==> src/icache_macros.svh <==
`ifndef ICACHE_MACROS_SVH
`define ICACHE_MACROS_SVH

// ####################
// Address widths
// ####################
`define ICACHE_VADDR_SIZE 32
`define ICACHE_PADDR_SIZE 32
`define ICACHE_PAGE_BITS  12

// ####################
// Cache geometry
// ####################
`define ICACHE_N_WAY      2
`define ICACHE_N_SET      16
`define ICACHE_LINE_BYTES 16

`endif

==> src/icache_pkg.sv <==
`include "icache_macros.svh"

package icache_pkg;

    localparam int unsigned IDX_BITS      = $clog2(`ICACHE_N_SET);
    localparam int unsigned OFF_BITS      = $clog2(`ICACHE_LINE_BYTES / 4);  // Word offset
    localparam int unsigned LINE_OFF_BITS = $clog2(`ICACHE_LINE_BYTES);      // Byte offset
    localparam int unsigned WAY_BITS      = $clog2(`ICACHE_N_WAY);
    localparam int unsigned VPN_BITS      = `ICACHE_VADDR_SIZE - `ICACHE_PAGE_BITS;
    localparam int unsigned TAG_BITS      = `ICACHE_PADDR_SIZE - `ICACHE_PAGE_BITS;
    localparam int unsigned LINE_BITS     = `ICACHE_LINE_BYTES * 8;
    localparam int unsigned WORD_BITS     = 32;

    typedef logic [IDX_BITS-1:0]  icache_idx_t;
    typedef logic [OFF_BITS-1:0]  icache_off_t;
    typedef logic [VPN_BITS-1:0]  icache_vpn_t;
    typedef logic [TAG_BITS-1:0]  icache_tag_t;  // Physical page number
    typedef logic [WAY_BITS-1:0]  icache_way_t;
    typedef logic [LINE_BITS-1:0] icache_line_t;

    typedef struct packed {
        logic        valid;
        icache_tag_t tag;
    } icache_tag_entry_t;

    typedef struct packed {
        logic        valid;
        icache_tag_t ppn;
    } tresp_t;

    typedef struct packed {
        logic                          valid;
        logic [`ICACHE_VADDR_SIZE-1:0] vaddr;
        logic                          kill;
    } icache_req_t;

    typedef struct packed {
        logic                          valid;
        logic [`ICACHE_VADDR_SIZE-1:0] vaddr;
        logic [WORD_BITS-1:0]          data;
    } icache_resp_t;

    typedef struct packed {
        logic                          req;
        logic [`ICACHE_PADDR_SIZE-1:0] paddr;  // Line aligned
    } fill_req_t;

    typedef struct packed {
        logic         ack;
        icache_line_t line;
    } fill_resp_t;

    typedef enum logic [2:0] {
        IDLE, COMPARE, FILL_REQ, FILL_REL, BYPASS_REQ, BYPASS_REL, FLUSH, RESP
    } icache_state_t;

endpackage

==> src/icache_lru.sv <==
`timescale 1ns/1ps
`include "icache_macros.svh"

module icache_lru (
    input  logic                    clk_i,
    input  logic                    rstn_i,
    input  icache_pkg::icache_idx_t set,
    input  logic                    touch,
    input  icache_pkg::icache_way_t touched_way,
    input  logic                    valid0,
    input  logic                    valid1,
    output icache_pkg::icache_way_t victim
);

    logic [`ICACHE_N_SET-1:0] lru_q;  // Names the least recently used way of each set

    always_ff @(posedge clk_i or negedge rstn_i) begin
        if (!rstn_i) begin
            lru_q <= '0;
        end else if (touch) begin
            lru_q[set] <= ~touched_way;  // The other way becomes the oldest
        end
    end

    // Empty ways are filled before anything is evicted
    always_comb begin
        if (!valid0) begin
            victim = 1'b0;
        end else if (!valid1) begin
            victim = 1'b1;
        end else begin
            victim = lru_q[set];
        end
    end

endmodule

==> config.mk <==
export PLATFORM = sky130hd
export DESIGN_NAME = icache_lru
export DESIGN_NICKNAME = d
export VERILOG_FILES = /design/src/icache_pkg.sv /design/src/icache_lru.sv
export VERILOG_INCLUDE_DIRS = /design/src
export SDC_FILE = /design/constraint.sdc
export NUM_CORES = 1
export LEC_CHECK = 0
export ABC_AREA = 1
export BUFFER_PORTS_ARGS = -buffer_cell sky130_fd_sc_hd__buf_2
export CAP_MARGIN = 20
export CORE_MARGIN = 1
export CORE_UTILIZATION = 50
export DETAILED_ROUTE_END_ITERATION = 16
export PLACE_DENSITY = 0.7
export SKIP_CTS_REPAIR_TIMING = 1
export SKIP_LAST_GASP = 1
export SLEW_MARGIN = 20
export SYNTH_ARGS = -nofsm -noshare
export SYNTH_HDL_FRONTEND = slang
export SYNTH_SLANG_ARGS = --single-unit
==> constraint.sdc <==
create_clock -name clk_i -period 1.15 [get_ports clk_i]
set_input_delay 0.0575 -clock clk_i [delete_from_list [all_inputs] [get_ports clk_i]]
set_output_delay 0.0575 -clock clk_i [all_outputs]
set_load 0.01 [all_outputs]
==> flow_summary.yaml, run 1 <==
floorplan:
  core_um2: 1580
  die_h_um: 43.8
  die_area_um2: 1920
  die_w_um: 43.8
  rows: 14
  io_pins: 11
  start_util: 0.555
logic_synthesis:
  synth.avg_cell_area_um2: 7.48
  syn_nets: 127
  syn-instance-count: 117
  post-synth-top-count-cell: "nand2_1"
  synthFlopType: "dfrtp_1"
  synthTopCellsByCount: "38 x nand2_1, 17 x nor2_1, 16 x dfrtp_1, 14 x a21oi_1"
  synth-seq-cells: 16
  ys_seq_area_frac: 0.458
  postSynth.asyncResetShare: 1.00
  netlist.area_leader.share: 0.458
  synth-edff-count: 0
  syn-cell-area_um2: 875
  synth_cell_types: 18
  yosys-top-cells-area: "dfrtp_1 46%, nand2_1 16%, a21oi_1 8.0%"
  yosys.area.top_type: "dfrtp_1"
  yosysWarningCount: 0
pwr:
  netSwitchingFraction: 0.314
  powerDensity_nw_per_um2: 1430
  p_leak_nw: 0.491
  p_comb_frac: 0.249
  power.share.clock: 0.202
  p_int_w: 0.000967
  seqPwrFrac: 0.549
  ir_worst_vdd_mv: 0.770
  p_sw_w: 0.000442
routing:
  dr.first_iter.drc_count: 16
  wl_per_cell_um: 12.3
  vias_per_cell: 5.31
  drcViolationCount: 1
  detail-route-antenna-nets: 0
  vias: 781
  firstDrtPassIters: 10
  drt-total-wl_um: 1800
sta:
  skew_ns: 0
  rsz0062_at_grt: "true"
  max_freq_mhz: 710
  hold_slack_ns: 0.127
  hold_viol: 0
  period_needed_ns: 1.41
  finalCritPeriodShare: 1.22
  setup_ws_ns: -0.258
  finalSetupTns_ns: -0.258
  worst_slew_pin_slew_ns: 0.355
  setup_viol: 1
  drv_slew: 0
  slew_headroom: 0.763
layout:
  num_antenna_cells: 0
  fin_util: 0.623
  top_regs: "lru_q x16"
  largest_reg_flops: 16
  drive_gt1_frac: 0.198
  regMostFlops: "lru_q"
  fin_nets: 143
  syn2layout_area_growth_pct: 12.3
place:
  port_buffers: 10
  pre_cts_ws_ns: 0.0572
  place_hpwl_um: 1340
  gp_congestion: 0.824
critical_path:
  path_cells: "nand2_1 > nand2_1 > nand2_1 > nand2_1 > nand2_1 > nand3_2 > nor2_1 > nor2_1 > buf_2"
  end_kind: "primary output"
  worstPathRequired_ns: 1.09
  reg2regPathDepth: 3
  path_common_cell: "nand2_1"
  worstPathMaxFanout: 2
  start_kind: "register"
  arrival_ns: 1.35
  cp_slowest_cell: "dfrtp_1"
  cpPeakStageDelay_ns: 0.41
  path_class: "reg -> out"
run:
  max-cap-violations: 0
cts:
  h-tree-depth: 1
  cts_tree: "done"
  clk_latency_ns: 0.28
  root_buffer: "clkbuf_4"
  path_clk_slew_ns: 0.09
  clk_path_buf_depth: 2
  clock_sinks: 16
  cts_buffers: 3
hold_path:
  hold_class: "in -> reg"
  hold_path_depth: 4
grt:
  grt_max_degree: 17
  grt_usage: 0.211
  grt_pass1_vias: 693
  grt_antenna_before_repair: 0
  grt_overflow: 0
  grt_pass1_wl_um: 2960
outcome:
  violations: "design-rule violations, negative setup slack"
  run_status: "finished, violations left"
==> per-layer routing <==
layer / GRT usage / vias up / part of all wire / wire (um)
met1: 0.317 / 349 / 0.52 / 937
met2: 0.304 / 13 / 0.43 / 779
met4: 0.0938 / 0 / 0.020 / 36
met3: 0.0250 / 5 / 0.027 / 48
li1: - / 414 / - / -
met5: 0 / - / 0 / 0
==> layout by cell type, fill, tap and decap left out, drive strengths merged <==
master       netlist  layout
a21oi             14      14
nor3               4       4
clkbuf             1       3
nand3              7       7
inv                8       8
dfrtp             16      16
nor2              18      18
o21ai              2       2
dlygate4sd3        0       1
nand4              1       1
a31oi              6       6
buf                2      13
nand2             38      38
==> per-stage QoR <==
| step | cells | total power, W | cell area (um^2) |
|---|---|---|---|
| finish | 147 | 0.00141 | 982 |
| global route | 147 | 0.00150 | 982 |
| CTS | 145 | 0.00140 | 960 |
| detailed placement | 142 | 0.00112 | 937 |
| global placement | 142 | 0.00111 | 937 |
| floorplan | 117 | 0.00101 | 875 |
==> power groups by stage <==
stage                     clock network (W)  registers, W  logic (W)
after floorplan                           0      0.000755   0.000255
after global placement                    0      0.000780   0.000327
after detailed placement                  0      0.000783   0.000333
after CTS                          0.000292      0.000771   0.000336
after global routing               0.000307      0.000786   0.000408
final                              0.000285      0.000774   0.000351
==> cell type report <==
cell class	count	area (um^2)
Multi-Input combinational cell	90	424
Inverter	8	32.5
Fill cell	157	594
Sequential cell	16	400
Timing Repair Buffer	14	82.6
Tap cell	16	20.0
Clock buffer	3	22.5
==> final timing paths <==
check                          start        end  slack [ns]
setup / recovery            lru_q[7]     victim       -0.26
hold reg to reg            lru_q[12]  lru_q[12]        0.51
hold / removal                set[2]   lru_q[1]        0.13
max in group asynchronous     rstn_i  lru_q[12]        0.68
min in group asynchronous     rstn_i   lru_q[2]        0.21
setup reg to reg            lru_q[5]   lru_q[5]        0.37
==> cells by family after synthesis <==
family                 Yosys count  synth area share
AND/OR/NAND/NOR                 68             0.345
buffers and inverters           11            0.0629
AO/OA/AOI/OAI                   22             0.134
flip-flops                      16             0.458
==> worst max-delay path: cells and delay by family (launching register included) <==
| family | cells | cell delay [ns] |
|---|---|---|
| and+or+nand+nor | 8 | 0.53 |
| buffers and inverters | 1 | 0.13 |
| DFF | 1 | 0.41 |
No activity file was read; power rests on OpenSTA's default activity.
==> run 2, diff against run 1 <==
BUFFER_PORTS_ARGS = not set   (was -buffer_cell sky130_fd_sc_hd__buf_2)
CORE_UTILIZATION = 60   (was 50)
DONT_BUFFER_PORTS = 1   (was not set)
PLACE_DENSITY = 0.76   (was 0.7)
==> flow_summary.yaml, run 2 (synthesis results as in run 1) <==
grt:
  grtUsageMet1: 0.353
  grt_antenna_before_repair: 0
  busiest_layer: "met2"
  grt_overflow: 0
  use_met3: 0.0333
  grt_usage: 0.258
  grt_max_degree: 17
  grt_use_met2: 0.411
  grt_pass1_vias: 626
  grt_pass1_wl_um: 2680
sta:
  hold_viol: 1
  period_needed_ns: 1.28
  rsz0062_at_grt: "true"
  setup_viol: 1
  max_freq_mhz: 784
  drv_slew: 0
  finalSetupTns_ns: -0.126
  worst_slew_pin_slew_ns: 0.741
  hold_slack_ns: -0.00162
  skew_ns: 0
  slew_headroom: 0.504
  setup_ws_ns: -0.126
  finalCritPeriodShare: 1.11
critical_path:
  path_class: "reg -> out"
  end_kind: "primary output"
  start_kind: "register"
  worstPathRequired_ns: 1.09
  worstPathMaxFanout: 2
  arrival_ns: 1.22
layout:
  final_cell_mix: "38 x nand2_1, 16 x dfrtp_1, 15 x nor2_1, 14 x a21oi_1"
  layout_commonest_cell: "nand2_1"
  num_antenna_cells: 0
  seq_area_um2: 400
  drive_gt1_frac: 0.114
  n_fill_cell: 122
  syn2layout_area_growth_pct: 9.59
  stdcell_count: 138
  regMostFlops: "lru_q"
  largest_reg_flops: 16
  multi_input_area_um2: 424
  top_regs: "lru_q x16"
  fin_nets: 135
  fin_util: 0.719
  fin_area_um2: 958
floorplan:
  core_um2: 1330
  die_w_um: 40.2
  start_util: 0.656
  rows: 13
  die_area_um2: 1610
  die_h_um: 40.2
  io_pins: 11
pwr:
  p_int_w: 0.000953
  ir_worst_vdd_mv: 0.806
  seqPwrFrac: 0.550
  power.share.clock: 0.220
  netSwitchingFraction: 0.313
  p_comb_frac: 0.230
  p_leak_nw: 0.452
  powerDensity_nw_per_um2: 1450
  p_sw_w: 0.000433
cts:
  clk_path_buf_depth: 2
  cts_tree: "done"
  h-tree-depth: 1
  clock_sinks: 16
  root_buffer: "clkbuf_4"
  clk_latency_ns: 0.29
  cts_buffers: 3
  path_clk_slew_ns: 0.09
place:
  port_buffers: 0
  place_hpwl_um: 1250
  pre_cts_ws_ns: 0.197
  dp.cells: 129
  placed_cell_area_um2: 871
  gp_congestion: 0.784
outcome:
  violations: "negative hold slack, negative setup slack"
  run_status: "finished, violations left"
routing:
  drt-total-wl_um: 1960
  vias_per_cell: 5.72
  dr.first_iter.drc_count: 12
  wl_per_cell_um: 14.2
  drcViolationCount: 0
  firstDrtPassIters: 4
  vias: 790
  detail-route-antenna-nets: 0
run:
  max-cap-violations: 0
hold_path:
  hold_class: "in -> reg"
[run 2: cell types whose count changed in the layout (fill, tap and decap cells not counted), sizes merged]
cell and delta:
buf -13, dlygate4sd3 +5
[run 2: worst paths after layout]
path	from	to	slack, ns	depth (start not counted)
max in group asynchronous	rstn_i	lru_q[12]	0.42	1
hold / removal	set[2]	lru_q[0]	-0.002	3
setup / recovery	lru_q[12]	victim	-0.13	8
setup reg to reg	lru_q[8]	lru_q[8]	0.44	2
min in group asynchronous	rstn_i	lru_q[5]	0.26	1
hold reg to reg	lru_q[12]	lru_q[12]	0.50	2
[run 2: stage by stage]
stage / hold slack [ns] / total power, W
final: -0.00162 / 0.00139
after global routing: 0.0188 / 0.00147
after CTS: -0.551 / 0.00134
after detailed placement: -0.238 / 0.00105
after global placement: -0.238 / 0.00103
after floorplan: -0.238 / 0.00101
[run 2: metal layers]
layer / part of all wire / wire length [um]
met1: 0.49 / 967
met4: 0.017 / 33
met2: 0.46 / 910
met3: 0.024 / 47
met5: 0 / 0
[run 2: cell type report]
cell class | count | share of cell area
Inverter | 8 | 0.0339
Timing Repair Buffer | 6 | 0.0627
Tap cell | 15 | 0.0196
Clock buffer | 3 | 0.0235
Multi-Input combinational cell | 90 | 0.443
Sequential cell | 16 | 0.418
[run 2: worst max-delay path, cell delays in order, from the launching register on]
cell,delay (ns)
dfrtp_1,0.39
nand2_1,0.08
nand2_1,0.05
nand2_1,0.06
nand2_1,0.05
nand2_1,0.08
nand3_1,0.08
nor2_2,0.10
nor2_2,0.06
[run 2: power by group through the flow]
stage | logic (W) | registers [W] | clock network [W]
2_1_floorplan | 0.000255 | 0.000755 | 0
3_3_place_gp | 0.000263 | 0.000772 | 0
3_5_place_dp | 0.000275 | 0.000774 | 0
4_1_cts | 0.000276 | 0.000763 | 0.000301
5_1_grt | 0.000374 | 0.000781 | 0.000319
6_report | 0.000319 | 0.000763 | 0.000304
