<file path="src/icache_macros.svh">
`ifndef ICACHE_MACROS_SVH
`define ICACHE_MACROS_SVH

// ####################
// Address widths
// ####################
`define ICACHE_VADDR_SIZE 32
`define ICACHE_PADDR_SIZE 32
`define ICACHE_PAGE_BITS  12

// ####################
// Cache geometry
// ####################
`define ICACHE_N_WAY      2
`define ICACHE_N_SET      16
`define ICACHE_LINE_BYTES 16

`endif

</file>
<file path="src/icache_pkg.sv">
`include "icache_macros.svh"

package icache_pkg;

    localparam int unsigned IDX_BITS      = $clog2(`ICACHE_N_SET);
    localparam int unsigned OFF_BITS      = $clog2(`ICACHE_LINE_BYTES / 4);  // Word offset
    localparam int unsigned LINE_OFF_BITS = $clog2(`ICACHE_LINE_BYTES);      // Byte offset
    localparam int unsigned WAY_BITS      = $clog2(`ICACHE_N_WAY);
    localparam int unsigned VPN_BITS      = `ICACHE_VADDR_SIZE - `ICACHE_PAGE_BITS;
    localparam int unsigned TAG_BITS      = `ICACHE_PADDR_SIZE - `ICACHE_PAGE_BITS;
    localparam int unsigned LINE_BITS     = `ICACHE_LINE_BYTES * 8;
    localparam int unsigned WORD_BITS     = 32;

    typedef logic [IDX_BITS-1:0]  icache_idx_t;
    typedef logic [OFF_BITS-1:0]  icache_off_t;
    typedef logic [VPN_BITS-1:0]  icache_vpn_t;
    typedef logic [TAG_BITS-1:0]  icache_tag_t;  // Physical page number
    typedef logic [WAY_BITS-1:0]  icache_way_t;
    typedef logic [LINE_BITS-1:0] icache_line_t;

    typedef struct packed {
        logic        valid;
        icache_tag_t tag;
    } icache_tag_entry_t;

    typedef struct packed {
        logic        valid;
        icache_tag_t ppn;
    } tresp_t;

    typedef struct packed {
        logic                          valid;
        logic [`ICACHE_VADDR_SIZE-1:0] vaddr;
        logic                          kill;
    } icache_req_t;

    typedef struct packed {
        logic                          valid;
        logic [`ICACHE_VADDR_SIZE-1:0] vaddr;
        logic [WORD_BITS-1:0]          data;
    } icache_resp_t;

    typedef struct packed {
        logic                          req;
        logic [`ICACHE_PADDR_SIZE-1:0] paddr;  // Line aligned
    } fill_req_t;

    typedef struct packed {
        logic         ack;
        icache_line_t line;
    } fill_resp_t;

    typedef enum logic [2:0] {
        IDLE, COMPARE, FILL_REQ, FILL_REL, BYPASS_REQ, BYPASS_REL, FLUSH, RESP
    } icache_state_t;

endpackage

</file>
<file path="src/icache_ctrl.sv">
`timescale 1ns/1ps
`include "icache_macros.svh"

module icache_ctrl (
    input  logic                            clk_i,
    input  logic                            rstn_i,
    input  icache_pkg::icache_req_t         req_i,
    input  logic                            flush_i,
    input  logic                            cache_enable_i,
    input  icache_pkg::tresp_t              tresp_i,
    output logic                            ready_o,
    input  icache_pkg::icache_tag_entry_t   tag_rd [`ICACHE_N_WAY],
    input  icache_pkg::icache_line_t        line_rd [`ICACHE_N_WAY],
    input  icache_pkg::icache_way_t         lru_victim,
    output icache_pkg::fill_req_t           fill_o,
    input  icache_pkg::fill_resp_t          fill_i,
    output icache_pkg::icache_resp_t        resp_o,
    output logic                            stage_load,
    output logic [`ICACHE_VADDR_SIZE-1:0]   vaddr_d,
    input  logic [`ICACHE_VADDR_SIZE-1:0]   vaddr_q,
    output icache_pkg::icache_idx_t         idx_d,
    input  icache_pkg::icache_idx_t         idx_q,
    output icache_pkg::icache_vpn_t         vpn_d,
    input  icache_pkg::icache_vpn_t         vpn_q,
    output icache_pkg::icache_way_t         way_to_replace_d,
    input  icache_pkg::icache_way_t         way_to_replace_q,
    output logic                            cmp_enable_d,
    input  logic                            cmp_enable_q,
    output logic                            cache_enable_d,
    input  logic                            cache_enable_q,
    output logic                            ireq_kill_d,
    input  logic                            ireq_kill_q,
    output icache_pkg::tresp_t              tresp_d,
    input  icache_pkg::tresp_t              tresp_q,
    output logic [`ICACHE_N_WAY-1:0]        tag_wr_en,
    output logic [`ICACHE_N_WAY-1:0]        data_wr_en,
    output icache_pkg::icache_idx_t         wr_idx,
    output icache_pkg::icache_tag_entry_t   tag_wr_data,
    output icache_pkg::icache_line_t        line_wr_data,
    output logic                            lru_touch,
    output icache_pkg::icache_way_t         lru_way
);

    icache_pkg::icache_state_t      state_q, state_d;
    icache_pkg::icache_idx_t        flush_cnt_q;
    icache_pkg::icache_way_t        hit_way;
    icache_pkg::icache_way_t        wr_way;
    icache_pkg::icache_line_t       fill_line_q;
    icache_pkg::icache_line_t       sel_line;
    icache_pkg::icache_off_t        off;
    logic [icache_pkg::WORD_BITS-1:0] word, resp_word_q;
    logic accept, kill, hit, capture, fill_cap, use_fill_q, resp_valid_q;

    assign ready_o = (state_q == icache_pkg::IDLE) && !flush_i;  // Flush wins over a request
    assign accept  = req_i.valid && ready_o;
    assign kill    = ireq_kill_q || req_i.kill;  // Kill at accept or during compare

    // ####################
    // Tag compare
    // ####################
    always_comb begin
        hit     = 1'b0;
        hit_way = '0;
        for (int w = 0; w < `ICACHE_N_WAY; w++) begin
            if (tag_rd[w].valid && tag_rd[w].tag == tresp_i.ppn) begin
                hit     = cmp_enable_q && cache_enable_q && tresp_i.valid;
                hit_way = icache_pkg::icache_way_t'(w);
            end
        end
    end

    // In IDLE the request feeds the stage, in COMPARE only the translation and way change
    always_comb begin
        stage_load       = accept || (state_q == icache_pkg::COMPARE);
        vaddr_d          = vaddr_q;
        idx_d            = idx_q;  // Also the array read index
        vpn_d            = vpn_q;
        way_to_replace_d = way_to_replace_q;
        cmp_enable_d     = 1'b0;
        cache_enable_d   = cache_enable_q;
        ireq_kill_d      = ireq_kill_q;
        tresp_d          = tresp_q;
        if (state_q == icache_pkg::IDLE) begin
            vaddr_d        = req_i.vaddr;
            idx_d          = req_i.vaddr[icache_pkg::LINE_OFF_BITS +: icache_pkg::IDX_BITS];
            vpn_d          = req_i.vaddr[`ICACHE_VADDR_SIZE-1:`ICACHE_PAGE_BITS];
            cmp_enable_d   = 1'b1;
            cache_enable_d = cache_enable_i;
            ireq_kill_d    = req_i.kill;
            tresp_d        = '0;
        end else if (state_q == icache_pkg::COMPARE) begin
            tresp_d          = tresp_i;
            way_to_replace_d = hit ? hit_way : lru_victim;
        end
    end

    // ####################
    // Next state
    // ####################
    always_comb begin
        state_d = state_q;
        case (state_q)
            icache_pkg::IDLE: begin
                if (flush_i) begin
                    state_d = icache_pkg::FLUSH;
                end else if (accept) begin
                    state_d = icache_pkg::COMPARE;
                end
            end
            icache_pkg::COMPARE: begin
                if (kill) begin
                    state_d = icache_pkg::IDLE;
                end else if (!cache_enable_q) begin
                    state_d = icache_pkg::BYPASS_REQ;
                end else if (hit) begin
                    state_d = icache_pkg::RESP;
                end else begin
                    state_d = icache_pkg::FILL_REQ;
                end
            end
            icache_pkg::FILL_REQ:   if (fill_i.ack)  state_d = icache_pkg::FILL_REL;
            icache_pkg::FILL_REL:   if (!fill_i.ack) state_d = icache_pkg::RESP;
            icache_pkg::BYPASS_REQ: if (fill_i.ack)  state_d = icache_pkg::BYPASS_REL;
            icache_pkg::BYPASS_REL: if (!fill_i.ack) state_d = icache_pkg::RESP;
            icache_pkg::FLUSH: begin
                if (flush_cnt_q == icache_pkg::icache_idx_t'(`ICACHE_N_SET - 1)) begin
                    state_d = icache_pkg::IDLE;
                end
            end
            default: state_d = icache_pkg::IDLE;  // RESP lasts one cycle
        endcase
    end

    // ####################
    // Memory handshake and array writes
    // ####################
    assign fill_o.req   = (state_q == icache_pkg::FILL_REQ) || (state_q == icache_pkg::BYPASS_REQ);
    assign fill_o.paddr = {tresp_q.ppn,
                           vaddr_q[`ICACHE_PAGE_BITS-1:icache_pkg::LINE_OFF_BITS],
                           {icache_pkg::LINE_OFF_BITS{1'b0}}};
    assign capture  = fill_o.req && fill_i.ack;  // Line arrives at this edge
    assign fill_cap = capture && (state_q == icache_pkg::FILL_REQ);

    assign wr_way       = way_to_replace_q;
    assign wr_idx       = (state_q == icache_pkg::FLUSH) ? flush_cnt_q : idx_q;
    assign tag_wr_data  = (state_q == icache_pkg::FLUSH) ? '0 : '{valid: 1'b1, tag: tresp_q.ppn};
    assign line_wr_data = fill_i.line;

    always_comb begin
        for (int w = 0; w < `ICACHE_N_WAY; w++) begin
            data_wr_en[w] = fill_cap && (wr_way == icache_pkg::icache_way_t'(w));
            tag_wr_en[w]  = data_wr_en[w] || (state_q == icache_pkg::FLUSH);
        end
    end

    assign lru_touch = (state_q == icache_pkg::COMPARE && hit && !kill) || fill_cap;
    assign lru_way   = (state_q == icache_pkg::COMPARE) ? hit_way : way_to_replace_q;

    // Fetched line for misses and bypasses, the array for hits
    assign off      = vaddr_q[icache_pkg::LINE_OFF_BITS-1:2];
    assign sel_line = use_fill_q ? fill_line_q : line_rd[way_to_replace_q];
    assign word     = sel_line[off*icache_pkg::WORD_BITS +: icache_pkg::WORD_BITS];

    assign resp_o = '{valid: resp_valid_q,
                      vaddr: {vpn_q, vaddr_q[`ICACHE_PAGE_BITS-1:0]},
                      data:  resp_word_q};

    always_ff @(posedge clk_i or negedge rstn_i) begin
        if (!rstn_i) begin
            state_q      <= icache_pkg::IDLE;
            flush_cnt_q  <= '0;
            use_fill_q   <= 1'b0;
            resp_valid_q <= 1'b0;
        end else begin
            state_q      <= state_d;
            resp_valid_q <= (state_q == icache_pkg::RESP);
            if (state_q == icache_pkg::FLUSH) begin
                flush_cnt_q <= flush_cnt_q + 1'b1;  // Wraps to zero after the last set
            end
            if (capture) begin
                use_fill_q <= 1'b1;
            end else if (state_q == icache_pkg::COMPARE) begin
                use_fill_q <= 1'b0;
            end
        end
    end

    always_ff @(posedge clk_i) begin
        if (capture) begin
            fill_line_q <= fill_i.line;
        end
        if (state_q == icache_pkg::RESP) begin
            resp_word_q <= word;
        end
    end

endmodule

</file>
<file path="config.mk">
export PLATFORM = sky130hd
export DESIGN_NAME = icache_ctrl
export DESIGN_NICKNAME = d
export VERILOG_FILES = /design/src/icache_pkg.sv /design/src/icache_ctrl.sv
export VERILOG_INCLUDE_DIRS = /design/src
export SDC_FILE = /design/constraint.sdc
export NUM_CORES = 1
export LEC_CHECK = 0
export ABC_AREA = 1
export BUFFER_PORTS_ARGS = -buffer_cell sky130_fd_sc_hd__buf_2
export CORE_AREA = 2 2 358 360
export CTS_BUF_LIST = sky130_fd_sc_hd__clkbuf_2
export DETAILED_ROUTE_END_ITERATION = 8
export DIE_AREA = 0 0 360 362
export PLACE_DENSITY = 0.3
export SYNTH_ARGS = -nofsm -noshare
export SYNTH_HDL_FRONTEND = slang
export SYNTH_SLANG_ARGS = --single-unit
</file>
<file path="constraint.sdc">
create_clock -name clk_i -period 5.2 [get_ports clk_i]
set_input_delay 1.04 -clock clk_i [delete_from_list [all_inputs] [get_ports clk_i]]
set_output_delay 1.04 -clock clk_i [all_outputs]
set_load 0.05 [all_outputs]
</file>
==> metrics <==
status=complete, no violations; max-cap violation count=0; DR WL/cell=~21 um; Final Setup Violations=0; H-tree depth=4; static leakage=~8.9 nW; share of layout cells above drive strength 1=around two fifths; Post-DP HPWL=approximately 70000 um; Hold Slack=roughly 320 ps; Root Driver=clkbuf_2; Register Area=slightly above 5000 um2; Max Fclk=213 MHz; Clk pin slew, worst setup/hold paths=roughly 250 ps; Power Dens Cells=410 nW/um2; critical path required time=between 4000 and 5000 ps; GPL Wtd Cong=between 0.8 and 0.9; CP Capture Type=primary output; async set or reset register ratio after synthesis=5.33%; EDFF count, synth=between 150 and 200; Remaining DRCs=0; vias per cell=approximately 3.4; Worst EP arrival=about 3700 ps; CP max stage cell=o22ai_1; CP Launch Type=register; Via Count=about 14000; IO buf count=roughly 900; Final Hold Viols=0; total iterations of the first detailed-routing run=5; commonest non-fill, non-tap cell in the layout=buf_2; Initial DRC Count=approximately 560; later-pin clock latency in the skew report=approximately 1200 ps; crit-path max cell delay=a little under 600 ps; register bit count reported by yosys=~170; dpl cell area=around 17000 um2; clock sinks=between 150 and 200; overall die height=between 300 and 400 um; peak supply drop=about 180 uV; final-stage net count=between 2000 and 3000; first-pass GRT wire length=about 110000 um; GRT Util Overall=approximately an eighth; synthesized instance count=between 1500 and 2000; Max Slew Vio Count=0; core area=around 130000 um2; # rows=~130; CTS tree=done; Fillers=between 10000 and 15000; vias in the first global route=~14000; Worst slew margin=24.1%; total die area=130000 um2; initial antenna violation count=40; CP Class=reg2out; Mapped Area=roughly 12000 um2; final WL=between 80000 and 90000 um; Worst Max-Slew Pin Slew=~1100 ps; RSZ-0062 raised after global routing=false; Avg Inst Size Synth=around 7.4 um2; Area Growth Syn to Fin=54.6%; worst-path cell chain=nor2_4 > inv_1 > nor2_4 > inv_1 > o22ai_1 > buf_2; Crit Path Max Fanout=21; min Tclk post-route=4700 ps; Synth Flop Type=edfxtp_1; crit share post-route=around nine tenths; ANT nets after route=0; most frequent cells in the layout=900 x buf_2, 559 x nand2_1, 160 x edfxtp_1, 143 x o21ai_0, 131 x dlygate4sd3_1; Initial Util=around a tenth; CTS Buf Count=17; WP buf/inv=3; type of the tightest min-delay check=in2reg; Clock Path Buffers=2; I/O pins=a little over 900; Clock Skew=roughly 62 ps; sequential fraction of the synthesis area=41.7%; largest net degree at the start of global routing=73; yosys warns=0; CP top delay family=buffers and inverters; setup_tns=0 ps; final instance area=between 15000 and 20000 um2; Die Span X=360 um; Unique masters post-synth=32; GRT Residual Overflow=0; Multi-input gate area=4710 um2
==> stage by stage <==
step	std cells	utilization, %	setup slack [ps]	total power, mW
3_5_place_dp	3940	13.5	1240	6.93
6_report	4116	14.7	498	7.64
4_1_cts	4102	14.7	7.26	7.88
2_1_floorplan	1630	-	1130	5.23
5_1_grt	4113	14.7	0.639	8.19
3_3_place_gp	3940	13.5	1180	6.95
==> registers in the layout (all words and copies together) (netlist names) <==
name,count
flush_cnt_q,4
resp_word_q,32
fill_line_q,128
use_fill_q,1
resp_valid_q,1
state_q,3
==> cells in the mapped netlist (all sizes together) (2+ instances only) <==
master | n | share of area (%)
nor3 | 3 | 0.25
o21ai | 164 | 6.8
nand3b | 2 | 0.12
inv | 119 | 3.7
o22ai | 75 | 3.9
edfxtp | 160 | 40
xor2 | 4 | 0.29
nand3 | 18 | 0.75
a21oi | 61 | 2.5
a31oi | 33 | 1.7
nand4 | 2 | 0.10
nand2 | 562 | 18
clkbuf | 38 | 1.2
o211ai | 10 | 0.62
dfrtp | 9 | 1.9
or2 | 4 | 0.21
nor2 | 111 | 3.6
buf | 247 | 15
==> layout make-up <==
type | instances | share of cell area (%)
Multi-Input combinational cell | 1057 | 25.3
Sequential cell | 169 | 27.0
Timing Repair Buffer | 1064 | 32.8
Clock inverter | 13 | 0.645
Clock buffer | 18 | 0.484
Inverter | 119 | 2.48
Antenna cell | 14 | 0.188
Tap cell | 1662 | 11.2
==> worst paths after layout <==
check / from / endpoint / slack (ps) / depth (start not counted)
worst max-delay path: state_q[2] / tresp_d[17] / 500 / 6
worst min-delay path: req_i[33] / state_q[0] / 320 / 5
worst max register to register: use_fill_q / resp_word_q[24] / 2420 / 5
min in group asynchronous: rstn_i / resp_valid_q / 890 / 3
worst min register to register: flush_cnt_q[3] / flush_cnt_q[3] / 580 / 2
max in group asynchronous: rstn_i / use_fill_q / 3970 / 3
==> power breakdown <==
| part | switching (mW) | internal (mW) |
|---|---|---|
| Combinational | 3.73 | 1.10 |
| Clock | 0.619 | 0.182 |
| Sequential | 0.141 | 1.86 |
==> logic make-up (layout without fill, tap and decap cells) <==
kind of cell	Yosys count	count (layout)	share of synthesized area, %
other	1	18	0.0311
adder cells (fa/ha/maj)	1	1	0.104
buffers and inverters	404	1214	19.5
flip-flops	169	169	41.7
AND/OR/NAND/NOR	703	703	22.7
XOR/XNOR	5	5	0.363
AO/OA/AOI/OAI	344	344	15.7
==> worst register-to-register path: stages, from the launching register on <==
cell	delay [ps]
dfrtp_4	680
inv_4	660
o21ai_0	580
a31oi_1	560
o22ai_1	150
inv_1	100
==> layer usage <==
metal | GRT usage [%] | up-vias | wire length, um
li1 | - | 6783 | -
met1 | 14.3 | 6529 | 34100
met2 | 23.3 | 600 | 43900
met3 | 3.93 | 95 | 5530
met4 | 2.88 | 26 | 1550
met5 | 0 | - | 174
==> what timing repair did <==
item	4_1_cts	5_1_grt
resized for setup	1	0
endpoints found under the hold margin	139	0
hold buffers	131	0
setup endpoints to repair	1	0
setup buffers	0	0
(Power assumes the default switching activity.)
