**src/icache_macros.svh**
```systemverilog
`ifndef ICACHE_MACROS_SVH
`define ICACHE_MACROS_SVH

// ####################
// Address widths
// ####################
`define ICACHE_VADDR_SIZE 32
`define ICACHE_PADDR_SIZE 32
`define ICACHE_PAGE_BITS  12

// ####################
// Cache geometry
// ####################
`define ICACHE_N_WAY      2
`define ICACHE_N_SET      16
`define ICACHE_LINE_BYTES 16

`endif

```
**src/icache_pkg.sv**
```systemverilog
`include "icache_macros.svh"

package icache_pkg;

    localparam int unsigned IDX_BITS      = $clog2(`ICACHE_N_SET);
    localparam int unsigned OFF_BITS      = $clog2(`ICACHE_LINE_BYTES / 4);  // Word offset
    localparam int unsigned LINE_OFF_BITS = $clog2(`ICACHE_LINE_BYTES);      // Byte offset
    localparam int unsigned WAY_BITS      = $clog2(`ICACHE_N_WAY);
    localparam int unsigned VPN_BITS      = `ICACHE_VADDR_SIZE - `ICACHE_PAGE_BITS;
    localparam int unsigned TAG_BITS      = `ICACHE_PADDR_SIZE - `ICACHE_PAGE_BITS;
    localparam int unsigned LINE_BITS     = `ICACHE_LINE_BYTES * 8;
    localparam int unsigned WORD_BITS     = 32;

    typedef logic [IDX_BITS-1:0]  icache_idx_t;
    typedef logic [OFF_BITS-1:0]  icache_off_t;
    typedef logic [VPN_BITS-1:0]  icache_vpn_t;
    typedef logic [TAG_BITS-1:0]  icache_tag_t;  // Physical page number
    typedef logic [WAY_BITS-1:0]  icache_way_t;
    typedef logic [LINE_BITS-1:0] icache_line_t;

    typedef struct packed {
        logic        valid;
        icache_tag_t tag;
    } icache_tag_entry_t;

    typedef struct packed {
        logic        valid;
        icache_tag_t ppn;
    } tresp_t;

    typedef struct packed {
        logic                          valid;
        logic [`ICACHE_VADDR_SIZE-1:0] vaddr;
        logic                          kill;
    } icache_req_t;

    typedef struct packed {
        logic                          valid;
        logic [`ICACHE_VADDR_SIZE-1:0] vaddr;
        logic [WORD_BITS-1:0]          data;
    } icache_resp_t;

    typedef struct packed {
        logic                          req;
        logic [`ICACHE_PADDR_SIZE-1:0] paddr;  // Line aligned
    } fill_req_t;

    typedef struct packed {
        logic         ack;
        icache_line_t line;
    } fill_resp_t;

    typedef enum logic [2:0] {
        IDLE, COMPARE, FILL_REQ, FILL_REL, BYPASS_REQ, BYPASS_REL, FLUSH, RESP
    } icache_state_t;

endpackage

```
**src/icache_way_ram.sv**
```systemverilog
`timescale 1ns/1ps
`include "icache_macros.svh"

module icache_way_ram #(
    parameter type entry_t = logic [31:0]
) (
    input  logic                    clk_i,
    input  icache_pkg::icache_idx_t rd_idx,
    output entry_t                  rd_data,
    input  logic                    wr_en,
    input  icache_pkg::icache_idx_t wr_idx,
    input  entry_t                  wr_data
);

    entry_t mem [`ICACHE_N_SET];

    // Read and write share the edge, a read of the written set returns old data
    always_ff @(posedge clk_i) begin
        if (wr_en) begin
            mem[wr_idx] <= wr_data;
        end
        rd_data <= mem[rd_idx];
    end

endmodule

```
**config.mk**
```make
export PLATFORM = sky130hd
export DESIGN_NAME = icache_way_ram
export DESIGN_NICKNAME = d
export VERILOG_FILES = /design/src/icache_pkg.sv /design/src/icache_way_ram.sv
export VERILOG_INCLUDE_DIRS = /design/src
export SDC_FILE = /design/constraint.sdc
export NUM_CORES = 1
export LEC_CHECK = 0
export BUFFER_PORTS_ARGS = -buffer_cell sky130_fd_sc_hd__buf_2
export CAP_MARGIN = 20
export CELL_PAD_IN_SITES_DETAIL_PLACEMENT = 1
export CELL_PAD_IN_SITES_GLOBAL_PLACEMENT = 2
export CORE_ASPECT_RATIO = 0.8
export CORE_MARGIN = 3
export CORE_UTILIZATION = 49
export DETAILED_ROUTE_END_ITERATION = 8
export PLACE_DENSITY = 0.8
export SYNTH_ARGS = -nofsm -noshare
export SYNTH_HDL_FRONTEND = slang
export SYNTH_SLANG_ARGS = --single-unit
```
**constraint.sdc**
```tcl
create_clock -name clk_i -period 5.46 [get_ports clk_i]
set_input_delay 1.092 -clock clk_i [delete_from_list [all_inputs] [get_ports clk_i]]
set_output_delay 1.092 -clock clk_i [all_outputs]
set_load 0.01 [all_outputs]
```
==> metrics.log, run 1 <==
[metrics] required time of the critical path: 5900 ps
[metrics] highest-count cells in the layout ignoring fill and taps: sky130_fd_sc_hd__edfxtp_1 (512), sky130_fd_sc_hd__mux4_2 (128), sky130_fd_sc_hd__buf_2 (71)
[metrics] setup repair after global routing missed its margin: false
[metrics] Post-layout nets: 987
[metrics] share of cells above drive strength 1: 0.324
[metrics] number of antenna violations at the first check in global routing: 2
[metrics] DRT antenna net count: 0
[metrics] post-synthesis cell area: 0.0199 mm^2
[metrics] endpoint class of the critical path: register
[metrics] Vias per Instance: 5.99
[metrics] proportion of synthesized chip area in sequential cells: 0.807
[metrics] Num CTS Buffers: 52
[metrics] number of cells produced by synthesis: 838
[metrics] Synth Net Count: 880
[metrics] number of port buffers: 73
[metrics] Final Util: 0.572
[metrics] GRT overflow: 0
[metrics] Max Fanout on Critical Path: 69
[metrics] clock root buffer: sky130_fd_sc_hd__clkbuf_16
[metrics] wire length per cell after detailed routing: 29.1 um
[metrics] IO Count: 74
[metrics] Cell Pwr Density: 383 mW/mm^2
[metrics] final-report hold violation count: 0
[metrics] most common cell after layout, fill and taps aside: sky130_fd_sc_hd__edfxtp_1
[metrics] Die Width: 231 um
[metrics] Reg clk slew, reported paths: 60 ps
[metrics] path depth of the worst reg2reg path: 3
[metrics] max-cap violations: 0
[metrics] Critical Path Start: rd_idx[0]
[metrics] synthesis-to-layout area growth: 14.4%
[metrics] placed cells: 1427
[metrics] total number of H-tree levels: 2
[metrics] number of global-route vias before repair: 9828
[metrics] starting density of the core: 0.500
[metrics] status: completed
[metrics] synthesized flop and latch total: 544
[metrics] crit path time final: 2750 ps
[metrics] maximum root-to-sink buffer count: 3
[metrics] number of design rule violations left after detail routing: 0
[metrics] crit path setup slack, layout: 2710 ps
[metrics] Slew Limit Headroom: 0.286
[metrics] final sum of negative setup slack: 0 ps
[metrics] Pins Over Slew Limit: 0
[metrics] share of the synthesized area in the top cell type: 0.774
[metrics] yosys synthesis warning count: 0
[metrics] Final setup viols: 0
[metrics] Final GP Congestion: 0.704
[metrics] reg-to-reg startpoint: mem[2][19]
[metrics] final wirelength: 44.4 mm
[metrics] clock tree from TritonCTS: done
[metrics] share of the cycle needed by the critical path after routing: 0.503
[metrics] Worst-Skew Late Latency: 580 ps
[metrics] leakage power figure: 0.00729 uW
[metrics] ranking of synthesized cells by area: sky130_fd_sc_hd__edfxtp_1 (77%), sky130_fd_sc_hd__mux4_2 (15%), sky130_fd_sc_hd__dfxtp_1 (3.2%)
[metrics] Critical Path Source Type: input port
[metrics] data arrival time of the worst path: 3180 ps
[metrics] final cell count without fillers: 1523
[metrics] Crit Reg-Reg Endpoint: rd_data[19]
[metrics] class of the most critical setup path: input port to register
[metrics] Die Footprint: 0.0430 mm^2
[metrics] Max Fclk: 0.364 GHz
[metrics] Cell Rows: 65
[metrics] # resized after CTS: 0
[metrics] height of the chip: 186 um
[metrics] placed wire-length estimate: 22.8 mm
[metrics] number of filler instances in the final layout: 3366
[metrics] largest clock skew in the final design: 24.9 ps
[metrics] Fin Hold WS: 677 ps
[metrics] cell type with the largest total area after synthesis: sky130_fd_sc_hd__edfxtp_1
[metrics] largest net degree at the start of global routing: 89
[metrics] number of clock sinks: 544
[metrics] GRT Util Overall: 0.213
[metrics] R2R setup slack: 4010 ps
[metrics] Pre-Repair DR Iteration Count: 5
[metrics] CTS hold repair buffers: 0
[metrics] 1st-iter DRT viols: 867
[metrics] global-route wire length before repair: 66.2 mm
[metrics] detailed-route via count: 9120
[metrics] slew at the pin closest to its max-slew limit: 1070 ps
[metrics] synth unique cells: 18
[metrics] setup repair bufs after CTS: 0
[metrics] per-instance average area after synthesis: 23.7 um^2
[metrics] capture point of the worst path: rd_data[6]
[metrics] worst min-delay path class: register to register
[metrics] Max VDD drop: 0.000267 V
[metrics] start point of the worst min-delay path: mem[15][7]
[metrics] Antenna Diode Count: 0
[metrics] pre-CTS worst setup slack: 2040 ps
[metrics] Placeable Area: 0.0397 mm^2
## critical path: stages
cell and delay (ps):
sky130_fd_sc_hd__clkbuf_8 660, sky130_fd_sc_hd__buf_12 410, sky130_fd_sc_hd__mux4_2 570, sky130_fd_sc_hd__a22oi_1 290
sky130_fd_sc_hd__nand2_1 90
## how the worst min path moves through the flow
stage / endpoint / slack [ps] / cells after the start
after floorplan: rd_data[0] / 630 / 3
after global placement: rd_data[7] / 650 / 3
after detailed placement: rd_data[0] / 670 / 3
after CTS: rd_data[0] / 680 / 3
after global routing: rd_data[0] / 700 / 3
final: rd_data[7] / 680 / 3
## routing by layer
| metal | share of wire | up-vias | global-route usage |
|---|---|---|---|
| met5 | 0.00061 | - | 0 |
| met4 | 0.015 | 4 | 0.0414 |
| met3 | 0.057 | 63 | 0.0353 |
| met2 | 0.49 | 315 | 0.348 |
| met1 | 0.44 | 4953 | 0.312 |
| li1 | - | 3785 | - |
## sequential cells by signal (all words and copies together), names as in the netlist
signal,count
rd_data,32
mem,512
## layout make-up
cell class / count / area, um^2 / area share
multi-input cells: 251 / 3750 / 0.165
repair buffers: 96 / 574 / 0.0253
clock buffers: 74 / 1450 / 0.0640
flip-flops and latches: 544 / 16000 / 0.705
well taps: 536 / 671 / 0.0295
clock inverters: 22 / 243 / 0.0107
## cells in the mapped netlist
| master | count |
|---|---|
| sky130_fd_sc_hd__nand2_1 | 33 |
| sky130_fd_sc_hd__edfxtp_1 | 512 |
| sky130_fd_sc_hd__dfxtp_1 | 32 |
| sky130_fd_sc_hd__nor2b_1 | 2 |
| sky130_fd_sc_hd__nand2b_1 | 2 |
| sky130_fd_sc_hd__buf_4 | 11 |
| sky130_fd_sc_hd__nand3b_1 | 2 |
| sky130_fd_sc_hd__buf_6 | 2 |
| sky130_fd_sc_hd__nand3_1 | 1 |
| sky130_fd_sc_hd__and2_1 | 1 |
| sky130_fd_sc_hd__clkbuf_1 | 17 |
| sky130_fd_sc_hd__buf_2 | 4 |
| sky130_fd_sc_hd__mux4_2 | 128 |
| sky130_fd_sc_hd__nor2_1 | 13 |
| sky130_fd_sc_hd__nor3_1 | 4 |
| sky130_fd_sc_hd__or3b_2 | 1 |
| sky130_fd_sc_hd__a22oi_1 | 64 |
| sky130_fd_sc_hd__buf_1 | 9 |
## kinds of logic (layout without fill, tap and decap cells)
| family | after synthesis | in the layout | share of synthesized area |
|---|---|---|---|
| buffers and inverters | 43 | 192 | 0.0112 |
| flip-flops | 544 | 544 | 0.807 |
| AO/OA/AOI/OAI | 64 | 64 | 0.0242 |
| multiplexers | 128 | 128 | 0.145 |
| AND/OR/NAND/NOR | 59 | 59 | 0.0127 |
## power by group
group	leakage (uW)	switching (uW)	internal, uW
registers	0.00489	29.0	4670
clock network	0.000836	1500	2090
logic	0.00156	250	165
## metrics by stage
stage                     cell area, um^2  power, uW
after floorplan                     19900       5020
after global placement              21000       5190
after detailed placement            21000       5210
after CTS                           22700       8770
after global routing                22700       8990
final                               22700       8700
No activity file was read; power rests on OpenSTA's default activity.
==> inputs of run 2 (changes only) <==
Settings changed: ABC_AREA from default to 1, CORE_UTILIZATION 49 to 38, PLACE_DENSITY 0.8 to 0.78.
Clock period 5.46 ns to 2.46 ns, I/O delays scaled along.
==> run 2 against run 1 <==
Against the previous run:
- clock-buffer cell count up 10
- clock power up 140%
- power up 130%
- sequential power up 120%
==> metrics.log, run 2 <==
[metrics] Hold Path End: mem[4][11]
[metrics] Pins Over Slew Limit: 0 (unchanged)
[metrics] Max VDD drop: 0.000535 V (+100%)
[metrics] crit path setup slack, layout: 782 ps (-1930 ps)
[metrics] Worst-Skew Late Latency: 610 ps (+30 ps)
[metrics] crit path time final: 1680 ps
[metrics] Placeable Area: 0.0586 mm^2 (+48%)
[metrics] yosys synthesis warning count: 0 (unchanged)
[metrics] Top Family by Delay on Critical Path: flip-flops
[metrics] synthesis-to-layout area growth: 14.2%
[metrics] Vias per Instance: 4.96 (-17%)
[metrics] number of cells produced by synthesis: 2120 (+150%)
[metrics] largest net degree at the start of global routing: 89 (unchanged)
[metrics] Reg clk slew, reported paths: 60 ps (about the same)
[metrics] wire length per cell after detailed routing: 20.4 um (-30%)
[metrics] share of the synthesized area in the top cell type: 0.676 (-0.0980)
[metrics] commonest cells in the netlist: sky130_fd_sc_hd__nand2_1 (677), sky130_fd_sc_hd__edfxtp_1 (512), sky130_fd_sc_hd__inv_1 (388)
[metrics] R2R setup slack: 1390 ps (-2620 ps)
[metrics] per-instance average area after synthesis: 10.7 um^2 (-55%)
[metrics] Final Power: 20200 uW (+130%)
[metrics] reg-to-reg startpoint: mem[13][2]
[metrics] maximum root-to-sink buffer count: 3 (unchanged)
[metrics] Final setup viols: 0 (unchanged)
[metrics] highest-count cells in the layout ignoring fill and taps: sky130_fd_sc_hd__nand2_1 (677), sky130_fd_sc_hd__edfxtp_1 (512), sky130_fd_sc_hd__inv_1 (386)
[metrics] 1st-iter DRT viols: 1053 (+21%)
[metrics] starting density of the core: 0.388 (-0.112)
[metrics] Max Fclk: 0.596 GHz
[metrics] cell type of the slowest stage on the worst timing path: sky130_fd_sc_hd__dfxtp_1
[metrics] final-report hold violation count: 0 (unchanged)
[metrics] post-synthesis cell area: 0.0227 mm^2 (+14%)
[metrics] number of global-route vias before repair: 15697 (+60%)
[metrics] number of clock sinks: 544 (unchanged)
[metrics] top-count cell post-synth: sky130_fd_sc_hd__nand2_1
[metrics] synth unique cells: 15 (-3)
[metrics] setup repair after global routing missed its margin: false
[metrics] number of design rule violations left after detail routing: 0 (unchanged)
[metrics] GRT Util Overall: 0.197 (-0.0166)
[metrics] leakage power figure: 0.0110 uW (+50%)
[metrics] ranking of synthesized cells by area: sky130_fd_sc_hd__edfxtp_1 (68%), sky130_fd_sc_hd__nand2_1 (11%), sky130_fd_sc_hd__nand3_1 (8.5%)
[metrics] Slew Limit Headroom: 0.543 (+0.257)
[metrics] placed cells: 2901 (+100%)
[metrics] start point of the worst min-delay path: wr_data[11]
[metrics] cell-by-cell listing of the critical path: buf_2
[metrics] final sum of negative setup slack: 0 ps (unchanged)
[metrics] required time of the critical path: 1970 ps (-3930 ps)
[metrics] dominant synthesized flop cell: sky130_fd_sc_hd__edfxtp_1
[metrics] slew at the pin closest to its max-slew limit: 685 ps (-386 ps)
[metrics] Crit Reg-Reg Endpoint: rd_data[2]
[metrics] IO Count: 74 (unchanged)
[metrics] Critical Path Source Type: register
[metrics] Cell Rows: 79 (+22%)
[metrics] max FFs per register: 512 (unchanged)
[metrics] combined buffer and inverter count along the critical path: 1 (-1)
[metrics] share of async-settable or async-resettable flops after synthesis: 0 (unchanged)
[metrics] path depth of the worst reg2reg path: 6 (+3)
[metrics] number of antenna violations at the first check in global routing: 0 (-2)
[metrics] register with the most flip-flops: mem
[metrics] Max stage delay on crit path: 420 ps (-240 ps)
[metrics] max-cap violations: 0 (unchanged)
[metrics] proportion of synthesized chip area in sequential cells: 0.705 (-0.102)
[metrics] Num CTS Buffers: 56 (+7.7%)
[metrics] largest registers: mem: 512 flops, rd_data: 32 flops
[metrics] DRT antenna net count: 0 (unchanged)
[metrics] endpoint class of the critical path: output port
[metrics] final wirelength: 61.2 mm (+38%)
[metrics] Antenna Diode Count: 0 (unchanged)
[metrics] EDFF count, synth: 512 (unchanged)
[metrics] Die Footprint: 0.0628 mm^2 (+46%)
[metrics] data arrival time of the worst path: 1190 ps (-1990 ps)
[metrics] Fin Hold WS: 261 ps (-416 ps)
[metrics] Post-layout nets: 2232 (+130%)
[metrics] # resized after CTS: 0 (unchanged)
[metrics] number of port buffers: 73 (unchanged)
[metrics] final cell count without fillers: 3006 (+97%)
[metrics] total number of H-tree levels: 2 (unchanged)
[metrics] clock root buffer: sky130_fd_sc_hd__clkbuf_16
[metrics] largest clock skew in the final design: 15.8 ps (-9.10 ps)
[metrics] CTS hold repair buffers: 0 (unchanged)
[metrics] hold-critical path depth: 1 (-2)
[metrics] class of the most critical setup path: register to output port
[metrics] GRT overflow: 0 (unchanged)
[metrics] most common cell after layout, fill and taps aside: sky130_fd_sc_hd__nand2_1
[metrics] share of cells above drive strength 1: 0.0961 (-0.228)
[metrics] detailed-route via count: 14895 (+63%)
[metrics] Pre-Repair DR Iteration Count: 5 (unchanged)
[metrics] global-route wire length before repair: 94.0 mm (+42%)
[metrics] status: completed
[metrics] setup repair bufs after CTS: 0 (unchanged)
[metrics] height of the chip: 225 um (+21%)
[metrics] Synth Net Count: 2162 (+150%)
[metrics] pre-CTS worst setup slack: 430 ps (-1610 ps)
[metrics] Max Fanout on Critical Path: 1 (-99%)
[metrics] worst min-delay path class: input port to register
[metrics] synthesized flop and latch total: 544 (unchanged)
[metrics] cell type with the largest total area after synthesis: sky130_fd_sc_hd__edfxtp_1
[metrics] Die Width: 279 um (+21%)
[metrics] placed wire-length estimate: 33.8 mm (+48%)
[metrics] Cell Pwr Density: 777 mW/mm^2 (+100%)
[metrics] share of the cycle needed by the critical path after routing: 0.682
[metrics] Final GP Congestion: 0.734 (+4.2%)
[metrics] clock tree from TritonCTS: done
-- run 2: area by class of cell --
cell class              instances  area (um^2)
clock buffers                  84         1610
clock inverters                21          210
fillers                      6342        32700
inverters                     390         1470
multi-input cells            1081         4670
flip-flops and latches        544        16000
well taps                     769          962
repair buffers                117         1020
-- run 2: worst max path at each step --
| stage | startpoint | to | slack [ps] | depth (start not counted) |
|---|---|---|---|---|
| after detailed placement | rd_idx[0] | rd_data[5] | 430 | 8 |
| final | rd_data[29] | rd_data[29] | 780 | 1 |
| after global routing | rd_data[29] | rd_data[29] | 690 | 1 |
| after global placement | rd_idx[0] | rd_data[2] | 450 | 8 |
| after CTS | rd_data[29] | rd_data[29] | 720 | 1 |
| after floorplan | wr_idx[2] | mem[10][0] | -20 | 2 |
-- run 2: kinds of logic (layout without fill, tap and decap cells) --
logic type             Yosys count  after routing  share of synthesized area
and+or+nand+nor               1081           1081                      0.200
DFF                            544            544                      0.705
buffers and inverters          495            612                     0.0954
-- run 2: worst reg2reg max path: cells and delay by family, from the launching register on --
kind,cells,cell delay (ps)
and+or+nand+nor,5,530
buffers and inverters,1,60
DFF,1,360
-- run 2: per-layer routing --
| layer | track usage | wire length (um) | up-vias |
|---|---|---|---|
| met4 | 0.0455 | 1060 | 0 |
| met1 | 0.270 | 28500 | 7586 |
| met5 | 0 | 0 | - |
| met3 | 0.0283 | 2440 | 82 |
| met2 | 0.333 | 29200 | 250 |
| li1 | - | - | 6977 |
-- run 2: report_power, final --
| part | switching (uW) | internal (uW) | total [uW] |
|---|---|---|---|
| sequential | 73.1 | 10400 | 10400 |
| combinational | 911 | 364 | 1280 |
| clock | 3540 | 4920 | 8460 |
-- run 2: per-stage QoR --
stage          cell area, um^2   util
2_1_floorplan            22700      -
3_3_place_gp             24100  0.412
3_5_place_dp             24100  0.412
4_1_cts                  26000  0.443
5_1_grt                  26000  0.443
6_report                 26000  0.443
